==> config.mk <==
export PLATFORM = sky130hd
export DESIGN_NAME = mem_port_unit
export DESIGN_NICKNAME = d
export VERILOG_FILES = /design/src/mem_port_pkg.sv /design/src/mem_req_if.sv /design/src/bus_owner_ctrl.sv /design/src/bus_request_mux.sv /design/src/reply_router.sv /design/src/pending_load_tag.sv /design/src/mem_port_unit.sv
export SDC_FILE = /design/constraint.sdc
export NUM_CORES = 1
export LEC_CHECK = 0
export BUFFER_PORTS_ARGS = -buffer_cell sky130_fd_sc_hd__buf_4
export CAP_MARGIN = 10
export CORE_AREA = 3 3 169 171
export DETAILED_ROUTE_END_ITERATION = 8
export DIE_AREA = 0 0 172 174
export PLACE_DENSITY = 0.37
export SKIP_CTS_REPAIR_TIMING = 1
export SYNTH_ARGS = -nofsm -noshare
export SYNTH_HDL_FRONTEND = slang
export SYNTH_HIERARCHICAL = 1
export SYNTH_SLANG_ARGS = --single-unit
==> constraint.sdc <==
create_clock -name clock -period 2.8 [get_ports clock]
set_input_delay 0.56 -clock clock [delete_from_list [all_inputs] [get_ports clock]]
set_output_delay 0.56 -clock clock [all_outputs]
set_load 0.02 [all_outputs]
==> src/mem_port_pkg.sv <==
// shared widths, bus codes and owner states for the memory port unit
// addr_t and tag_t have the default widths; modules sized by their
// addr_width / tag_width parameters use plain vectors of that width
// a zero tag always means "no transaction" or "rejected"
package mem_port_pkg;

    ////////////////////
    // default widths
    ////////////////////
    localparam int ADDR_WIDTH = 32;
    localparam int TAG_WIDTH  = 4;
    localparam int LINE_WIDTH = 64;
    // stores only carry the low word
    localparam int WORD_WIDTH = 32;

    typedef logic [ADDR_WIDTH-1:0] addr_t;
    typedef logic [TAG_WIDTH-1:0]  tag_t;
    typedef logic [LINE_WIDTH-1:0] line_t;

    ////////////////////
    // bus commands
    ////////////////////
    typedef logic [1:0] cmd_t;
    localparam cmd_t BUS_NONE  = 2'h0;
    localparam cmd_t BUS_LOAD  = 2'h1;
    localparam cmd_t BUS_STORE = 2'h2;

    // access size
    typedef logic [1:0] size_t;
    localparam size_t BYTE   = 2'h0;
    localparam size_t HALF   = 2'h1;
    localparam size_t WORD   = 2'h2;
    localparam size_t DOUBLE = 2'h3;

    // who drove the bus last cycle
    typedef enum logic [1:0] {
        OWN_NONE,
        OWN_FETCH,
        OWN_DATA_LOAD,
        OWN_DATA_STORE
    } owner_e;

endpackage

==> src/mem_req_if.sv <==
// one memory bus request: command, address, write data and size
// command BUS_NONE means the other fields are don't-care
interface mem_req_if #(
    parameter int addr_width = mem_port_pkg::ADDR_WIDTH
);
    import mem_port_pkg::*;

    cmd_t                  command;
    logic [addr_width-1:0] addr;
    line_t                 wdata;
    size_t                 size;

    // side that presents the request
    modport requester (
        output command, addr, wdata, size
    );

    // side that consumes it
    modport bus (
        input command, addr, wdata, size
    );

endinterface

==> src/bus_owner_ctrl.sv <==
// bus arbitration between the data port and the fetch port
// data always wins, fetch only gets the bus when data is idle
// owner_q is the class granted in the previous cycle, so the
// memory's accept response in this cycle belongs to it
module bus_owner_ctrl (
    input  logic                clock,
    input  logic                reset,
    mem_req_if.bus              data_req,
    mem_req_if.bus              fetch_req,
    output mem_port_pkg::owner_e owner_next,
    output mem_port_pkg::owner_e owner_q,
    output logic                fetch_stall
);
    import mem_port_pkg::*;

    logic data_load;
    logic data_store;
    logic fetch_load;

    ////////////////////
    // request decode
    ////////////////////
    // an undefined data command code is treated as no request
    assign data_load  = (data_req.command == BUS_LOAD);
    assign data_store = (data_req.command == BUS_STORE);

    // fetches only ever load
    assign fetch_load = (fetch_req.command == BUS_LOAD);

    // fetch held off whenever the data port asks for the bus
    assign fetch_stall = (data_req.command != BUS_NONE);

    ////////////////////
    // next owner
    ////////////////////
    always_comb begin
        owner_next = OWN_NONE;
        if (data_load) begin
            owner_next = OWN_DATA_LOAD;
        end else if (data_store) begin
            owner_next = OWN_DATA_STORE;
        end else if (fetch_load) begin
            owner_next = OWN_FETCH;
        end
    end

    ////////////////////
    // owner register
    ////////////////////
    // updated every cycle, whether or not memory accepts;
    // a rejected requester retries and simply wins again
    always_ff @(posedge clock or posedge reset) begin
        if (reset) begin
            owner_q <= OWN_NONE;
        end else begin
            owner_q <= owner_next;
        end
    end

endmodule

==> src/bus_request_mux.sv <==
// drives the shared memory bus from the winning request
// purely combinational, follows owner_next in the same cycle
// upper 32 bits of write data are always zero
module bus_request_mux #(
    parameter int addr_width = mem_port_pkg::ADDR_WIDTH
) (
    input  mem_port_pkg::owner_e owner_next,
    mem_req_if.bus              data_req,
    mem_req_if.bus              fetch_req,
    mem_req_if.requester        bus_req
);
    import mem_port_pkg::*;

    logic [addr_width-1:0] sel_addr;
    logic [WORD_WIDTH-1:0] sel_word;

    always_comb begin
        bus_req.command = BUS_NONE;
        bus_req.size    = DOUBLE;
        sel_addr        = '0;
        sel_word        = '0;
        case (owner_next)
            OWN_DATA_LOAD, OWN_DATA_STORE: begin
                // data request passes through as given
                bus_req.command = data_req.command;
                bus_req.size    = data_req.size;
                sel_addr        = data_req.addr;
                sel_word        = data_req.wdata[WORD_WIDTH-1:0];
            end
            OWN_FETCH: begin
                // instruction fetch is a double-word load
                bus_req.command = BUS_LOAD;
                bus_req.size    = fetch_req.size;
                sel_addr        = fetch_req.addr;
                sel_word        = fetch_req.wdata[WORD_WIDTH-1:0];
            end
            default: begin
            end
        endcase
    end

    assign bus_req.addr  = sel_addr;
    assign bus_req.wdata = {{(LINE_WIDTH - WORD_WIDTH){1'b0}}, sel_word};

endmodule

==> src/reply_router.sv <==
// steers the memory accept response to last cycle's bus owner
// nonzero response = accepted, zero = rejected (requester retries)
// load tags are forwarded for capture, store accepts carry no tag
module reply_router #(
    parameter int tag_width = mem_port_pkg::TAG_WIDTH
) (
    input  mem_port_pkg::owner_e  owner_q,
    input  logic [tag_width-1:0]  mem2proc_response,
    output logic                  fetch_accept,
    output logic                  data_accept,
    output logic [tag_width-1:0]  fetch_accept_tag,
    output logic [tag_width-1:0]  data_accept_tag
);
    import mem_port_pkg::*;

    logic accepted;
    logic own_data;

    assign accepted = (mem2proc_response != '0);
    assign own_data = (owner_q == OWN_DATA_LOAD) || (owner_q == OWN_DATA_STORE);

    ////////////////////
    // accept pulses
    ////////////////////
    assign fetch_accept = accepted && (owner_q == OWN_FETCH);
    assign data_accept  = accepted && own_data;

    ////////////////////
    // tags for capture
    ////////////////////
    // zero tag means nothing to capture
    assign fetch_accept_tag = fetch_accept ? mem2proc_response : '0;

    // store accept pulses data_accept but leaves the tag at zero
    assign data_accept_tag = (accepted && (owner_q == OWN_DATA_LOAD)) ?
                             mem2proc_response : '0;

endmodule

==> src/pending_load_tag.sv <==
// single outstanding load tag for one port
// captures on capture with a nonzero tag, frees when memory returns it
// done is combinational in the cycle the tag comes back
// a new load while busy overwrites the entry; requesters watch busy
module pending_load_tag #(
    parameter int tag_width = mem_port_pkg::TAG_WIDTH
) (
    input  logic                 clock,
    input  logic                 reset,
    input  logic                 capture,
    input  logic [tag_width-1:0] capture_tag,
    input  logic [tag_width-1:0] mem2proc_tag,
    output logic                 busy,
    output logic                 done
);
    logic                 busy_q;
    logic [tag_width-1:0] tag_q;
    logic                 load_entry;

    // zero tag = store accept or nothing
    assign load_entry = capture && (capture_tag != '0);

    // returned tag matches the one we wait for
    assign done = busy_q && (mem2proc_tag == tag_q);
    assign busy = busy_q;

    ////////////////////
    // entry state
    ////////////////////
    always_ff @(posedge clock or posedge reset) begin
        if (reset) begin
            busy_q <= 1'b0;
        end else if (load_entry) begin
            busy_q <= 1'b1;
        end else if (done) begin
            busy_q <= 1'b0;
        end
    end

    // stored tag, only meaningful while busy_q
    always_ff @(posedge clock) begin
        if (load_entry) begin
            tag_q <= capture_tag;
        end
    end

endmodule

==> src/mem_port_unit.sv <==
// memory port unit: fetch port and data port sharing one tagged bus
// protocol: command in t, accept tag (or 0 = reject) in t+1,
// load data later with the matching tag for one cycle
// fetch_data / data_rdata are raw bus data, qualified by the valids
module mem_port_unit #(
    parameter int addr_width = mem_port_pkg::ADDR_WIDTH,
    parameter int tag_width  = mem_port_pkg::TAG_WIDTH
) (
    input  logic                  clock,
    input  logic                  reset,
    // fetch port
    input  logic                  fetch_req,
    input  logic [addr_width-1:0] fetch_addr,
    output logic                  fetch_stall,
    output logic                  fetch_accept,
    output logic                  fetch_busy,
    output logic                  fetch_valid,
    output mem_port_pkg::line_t   fetch_data,
    // data port
    input  mem_port_pkg::cmd_t    data_command,
    input  logic [addr_width-1:0] data_addr,
    input  mem_port_pkg::line_t   data_wdata,
    input  mem_port_pkg::size_t   data_size,
    output logic                  data_accept,
    output logic                  data_busy,
    output logic                  data_valid,
    output mem_port_pkg::line_t   data_rdata,
    // memory side
    input  logic [tag_width-1:0]  mem2proc_response,
    input  logic [tag_width-1:0]  mem2proc_tag,
    input  mem_port_pkg::line_t   mem2proc_data,
    output mem_port_pkg::cmd_t    proc2mem_command,
    output logic [addr_width-1:0] proc2mem_addr,
    output mem_port_pkg::line_t   proc2mem_data,
    output mem_port_pkg::size_t   proc2mem_size
);
    import mem_port_pkg::*;

    owner_e               owner_next;
    owner_e               owner_q;
    logic [tag_width-1:0] fetch_accept_tag;
    logic [tag_width-1:0] data_accept_tag;

    mem_req_if #(.addr_width(addr_width)) data_req_if ();
    mem_req_if #(.addr_width(addr_width)) fetch_req_if ();
    mem_req_if #(.addr_width(addr_width)) bus_req_if ();

    ////////////////////
    // request bundles
    ////////////////////
    assign data_req_if.command = data_command;
    assign data_req_if.addr    = data_addr;
    assign data_req_if.wdata   = data_wdata;
    assign data_req_if.size    = data_size;

    // fetch is always a double-word load
    assign fetch_req_if.command = fetch_req ? BUS_LOAD : BUS_NONE;
    assign fetch_req_if.addr    = fetch_addr;
    assign fetch_req_if.wdata   = '0;
    assign fetch_req_if.size    = DOUBLE;

    bus_owner_ctrl owner_ctrl_i (
        .clock       (clock),
        .reset       (reset),
        .data_req    (data_req_if.bus),
        .fetch_req   (fetch_req_if.bus),
        .owner_next  (owner_next),
        .owner_q     (owner_q),
        .fetch_stall (fetch_stall)
    );

    bus_request_mux #(.addr_width(addr_width)) request_mux_i (
        .owner_next (owner_next),
        .data_req   (data_req_if.bus),
        .fetch_req  (fetch_req_if.bus),
        .bus_req    (bus_req_if.requester)
    );

    reply_router #(.tag_width(tag_width)) reply_router_i (
        .owner_q           (owner_q),
        .mem2proc_response (mem2proc_response),
        .fetch_accept      (fetch_accept),
        .data_accept       (data_accept),
        .fetch_accept_tag  (fetch_accept_tag),
        .data_accept_tag   (data_accept_tag)
    );

    ////////////////////
    // pending loads
    ////////////////////
    pending_load_tag #(.tag_width(tag_width)) fetch_pending_i (
        .clock        (clock),
        .reset        (reset),
        .capture      (fetch_accept),
        .capture_tag  (fetch_accept_tag),
        .mem2proc_tag (mem2proc_tag),
        .busy         (fetch_busy),
        .done         (fetch_valid)
    );

    // store accepts arrive with a zero tag and are not captured
    pending_load_tag #(.tag_width(tag_width)) data_pending_i (
        .clock        (clock),
        .reset        (reset),
        .capture      (data_accept),
        .capture_tag  (data_accept_tag),
        .mem2proc_tag (mem2proc_tag),
        .busy         (data_busy),
        .done         (data_valid)
    );

    // bus outputs
    assign proc2mem_command = bus_req_if.command;
    assign proc2mem_addr    = bus_req_if.addr;
    assign proc2mem_data    = bus_req_if.wdata;
    assign proc2mem_size    = bus_req_if.size;

    assign fetch_data = mem2proc_data;
    assign data_rdata = mem2proc_data;

endmodule

==> qor.yml, run 1 <==
crit_type: "primary input to output pin"
cts_buffer_depth: 2
cp.required_ns: 2.24
cts_buffers: 3
cts_tree: "yes"
end_kind: "output pin"
grt_overflow: 0
cts-root-buf: "clkbuf_16"
dpl.hpwl_mm: 6.91
synthToLayoutAreaGrowth_pct: 27.7
yosys_warnings: 6
cpPeakStageDelay_ns: 0.24
drt_iter0_drc: 59
leakage_nw: 1.75
core_area_sq_mm: 0.0270
timing.hold.ws_ns: 0.188
utilization: 0.129
drt_pre_antenna_iters: 4
die_x_microns: 172
cts.htree.levels: 1
worstPathArrival_ns: 1.91
syn_avg_cell_area_sq_um: 8.91
layout_commonest_cell: "buf_4"
grt_util_all_layers: 0.0492
outcome: "completed"
r2r-start: "owner_ctrl_i/owner_q[1]"
die_area_sq_mm: 0.0299
layout_min_cycle_time_ns: 2.47
die_height_microns: 174
finalMaxSlewViolations: 0
drt_wl_total_mm: 8.28
antennaDiodeCount: 0
top_level_ports: 442
r2r_slack_ns: 1.23
antenna_found_initial: 0
post_drt_wl_per_cell_microns: 11.4
synth-seq-cells: 12
clock_latency_ns: 0.24
yosysUniqueCellTypes: 25
drc: 0
worst-r2r-cell-count: 4
peakVddDrop_mv: 0.174
syn_inst: 306
hp-class: "primary input to asynchronous set/reset pin"
clock_sinks: 12
r2r-end: "data_pending_i/busy"
hold_violations: 0
grt_max_degree: 71
crit_family: "buffers and inverters"
critPathBufInv: 5
path_clk_slew_ns: 0.04
report.final.setup_viol: 0
cap_violations: 0
finalClockSkew_ns: 0.00141
fmax_ghz: 0.405
rows: 60
via_count: 2095
path_max_fanout: 53
vias_per_cell: 2.88
layout.nets: 598
p_total_mw: 1.20
grt_pass1_wl_mm: 11.7
antenna_left: 0
drive_above_1_share: 0.514
initial_core_util: 0.101
final_cell_mix: "buf_4, conb_1, a22o_1"
fin_tns_setup_ns: 0
grt_pass1_vias: 2062
period_share: 0.881
syn_area_sq_mm: 0.00273
gp_congestion: 0.689
dp_cells: 724
power_density_mw_per_mm2: 344
yosysSeqAreaShare: 0.125
fin_cells: 728
rsz0062_at_grt: "false"
cp-start-kind: "primary input"
cp_cell_sequence: "buf_4, inv_1, ha_1, inv_1, a21oi_2, nor2b_4, buf_12, a22o_1, buf_4"
port_buffers: 185
slowest_stage: "buf_12"
## power by group
group	total, mW	internal, mW	switching, mW
Sequential	0.211	0.204	0.00719
Clock	0.259	0.188	0.0709
Combinational	0.729	0.346	0.383
## sequential cells by signal (all words and copies together) (netlist names)
name,count
data_pending_i/busy,1
data_pending_i/tag_q,4
fetch_pending_i/busy,1
fetch_pending_i/tag_q,4
owner_ctrl_i/owner_q,2
## routing by layer
metal,vias up,global-route usage,routed length (microns)
met5,-,0,0
met4,0,0.0259,390
met3,51,0.0337,1310
met2,180,0.0727,3720
met1,881,0.0526,2860
li1,983,-,-
## cell usage after synthesis, drive strengths merged
cell type,n,area share
a21oi,1,0.0032
o41a,2,0.0083
and2b,1,0.0028
inv,11,0.015
a2bb2oi,2,0.0064
o21bai,2,0.0055
a22o,64,0.21
nor4,3,0.014
dlymetal6s2s,4,0.018
buf,171,0.51
nand2b,2,0.0046
dfrtp,4,0.037
conb,3,0.0041
and2,11,0.026
edfxtp,8,0.088
nand2,2,0.0028
ha,3,0.014
nor2b,4,0.013
xor2,8,0.026
## area by class of cell
type                            count  area (sq um)
Tap cell                          341           427
Sequential cell                    12           340
Clock buffer                        3          75.1
Timing Repair Buffer              188          1440
Fill cell                        3139         23500
Multi-Input combinational cell    172          1160
Clock inverter                      1          3.75
Inverter                           11          41.3
## cell families (layout without fill, tap and decap cells)
group                    count (synthesis)  in the layout  share of synthesized area
buffers and inverters                  186            203                      0.540
adder cells (fa/ha/maj)                  3              3                     0.0138
AND/OR/NAND/NOR                         23             23                     0.0624
flip-flops                              12             12                      0.125
XOR/XNOR                                 8              8                     0.0257
AO/OA/AOI/OAI                           71             71                      0.229
other                                    3             67                    0.00413
## through the flow
stage,area [sq um],worst slack [ns]
6_report,3480,0.333
5_1_grt,3480,0.239
4_1_cts,3480,0.317
3_5_place_dp,3400,0.315
3_3_place_gp,3400,0.287
2_1_floorplan,2970,0.597
## worst register-to-register path, cell delays in order (launching register included)
cell	delay, ns
dfrtp_1	0.39
and2b_1	0.18
and2_1	0.17
o41a_1	0.51
o21bai_1	0.19
## worst max path at each step
| stage | from | to | slack, ns | depth (start not counted) |
|---|---|---|---|---|
| floorplan | data_command[0] | proc2mem_size[0] | 0.60 | 6 |
| global placement | data_command[0] | proc2mem_addr[10] | 0.29 | 9 |
| detailed placement | data_command[0] | proc2mem_addr[10] | 0.32 | 9 |
| CTS | data_command[0] | proc2mem_addr[10] | 0.32 | 9 |
| global route | data_command[0] | proc2mem_addr[10] | 0.24 | 9 |
| finish | data_command[0] | proc2mem_addr[10] | 0.33 | 9 |
Power figures use the tool's default switching activity.
==> run 2, diff against run 1 <==
Settings changed: PLACE_DENSITY 0.37 to 0.4.
==> run 2 against run 1 <==
Compared with the run above: sequential cell count unchanged; total power up 0.12%; utilization unchanged; first-iteration DRC count down 44%; register-to-register slack about the same.
==> qor.yml, run 2 (same netlist as run 1, synthesis figures left out) <==
layout.nets: 598
cts-root-buf: "clkbuf_16"
power_density_mw_per_mm2: 345
hold_violations: 0
vias_per_cell: 2.91
drive_above_1_share: 0.514
cts_tree: "yes"
grt_util_all_layers: 0.0496
antenna_found_initial: 0
drt_wl_total_mm: 8.08
layout_min_cycle_time_ns: 2.47
clock_latency_ns: 0.24
path_max_fanout: 50
die_x_microns: 172
period_share: 0.883
worst-r2r-cell-count: 4
cap_violations: 0
via_count: 2115
cp.required_ns: 2.24
clock_sinks: 12
rsz0062_at_grt: "false"
worstPathArrival_ns: 1.91
drc: 0
outcome: "completed"
dpl.hpwl_mm: 6.93
die_area_sq_mm: 0.0299
synthToLayoutAreaGrowth_pct: 27.7
leakage_nw: 1.75
grt_overflow: 0
top_regs: "data_pending_i/tag_q x4, fetch_pending_i/tag_q x4, owner_ctrl_i/owner_q x2"
utilization: 0.129
cts_buffer_depth: 2
top_level_ports: 442
drt_pre_antenna_iters: 3
post_drt_wl_per_cell_microns: 11.1
finalClockSkew_ns: 0.00446
r2r-end: "data_pending_i/busy"
cts.htree.levels: 1
crit_type: "primary input to output pin"
report.final.setup_viol: 0
fmax_ghz: 0.404
end_kind: "output pin"
cp-start-kind: "primary input"
fin_tns_setup_ns: 0
crit_start: "data_command[0]"
r2r_slack_ns: 1.24
drt_iter0_drc: 33
rows: 60
core_area_sq_mm: 0.0270
antennaDiodeCount: 0
cts_buffers: 3
layout_commonest_cell: "buf_4"
grt_pass1_vias: 2283
final_cell_mix: "buf_4, conb_1, a22o_1"
gp_congestion: 0.671
path_clk_slew_ns: 0.05
die_height_microns: 174
hp-class: "primary input to asynchronous set/reset pin"
finalMaxSlewViolations: 0
peakVddDrop_mv: 0.211
initial_core_util: 0.101
port_buffers: 185
grt_pass1_wl_mm: 12.1
r2r-start: "owner_ctrl_i/owner_q[1]"
antenna_left: 0
grt_max_degree: 65
-- run 2: cell counts in the layout (fill, tap and decap cells not counted) --
Identical to the previous run, type by type.
-- run 2: cell type report --
type                            instances  area [sq um]
Inverter                               11          41.3
Clock inverter                          1          3.75
Fill cell                            3116         23500
Timing Repair Buffer                  188          1440
Clock buffer                            3          75.1
Multi-Input combinational cell        172          1160
Tap cell                              341           427
Sequential cell                        12           340
-- run 2: per-layer routing --
layer	global-route usage	up-vias	routed length, microns
met1	0.0523	889	2710
met3	0.0334	47	1410
li1	-	985	-
met5	0	-	0
met2	0.0740	194	3550
met4	0.0273	0	413
-- run 2: power by group --
group          switching, mW  total (mW)  internal, mW
combinational          0.382       0.728         0.346
sequential           0.00854       0.212         0.204
clock                 0.0721       0.260         0.188
total                  0.462        1.20         0.738
-- run 2: metrics by stage --
step | hold slack, ns | setup WS (ns) | power [mW] | area, sq um | instances
floorplan | 0.289 | 0.597 | 0.940 | 2970 | 370
global placement | 0.428 | 0.317 | 0.953 | 3400 | 724
detailed placement | 0.432 | 0.310 | 0.952 | 3400 | 724
CTS | 0.176 | 0.309 | 1.22 | 3480 | 728
global route | 0.181 | 0.169 | 1.28 | 3480 | 728
finish | 0.176 | 0.327 | 1.20 | 3480 | 728
-- run 2: critical path, cell delays in order --
cell	delay [ns]
buf_4	0.12
inv_1	0.07
ha_1	0.15
inv_1	0.05
a21oi_2	0.16
nor2b_4	0.19
buf_12	0.23
a22o_1	0.19
buf_4	0.14
-- run 2: worst max-delay path by stage --
stage	endpoint
final	proc2mem_addr[18]
after floorplan	proc2mem_size[0]
after CTS	proc2mem_addr[25]
after global placement	proc2mem_addr[10]
after detailed placement	proc2mem_addr[25]
after global routing	proc2mem_addr[10]
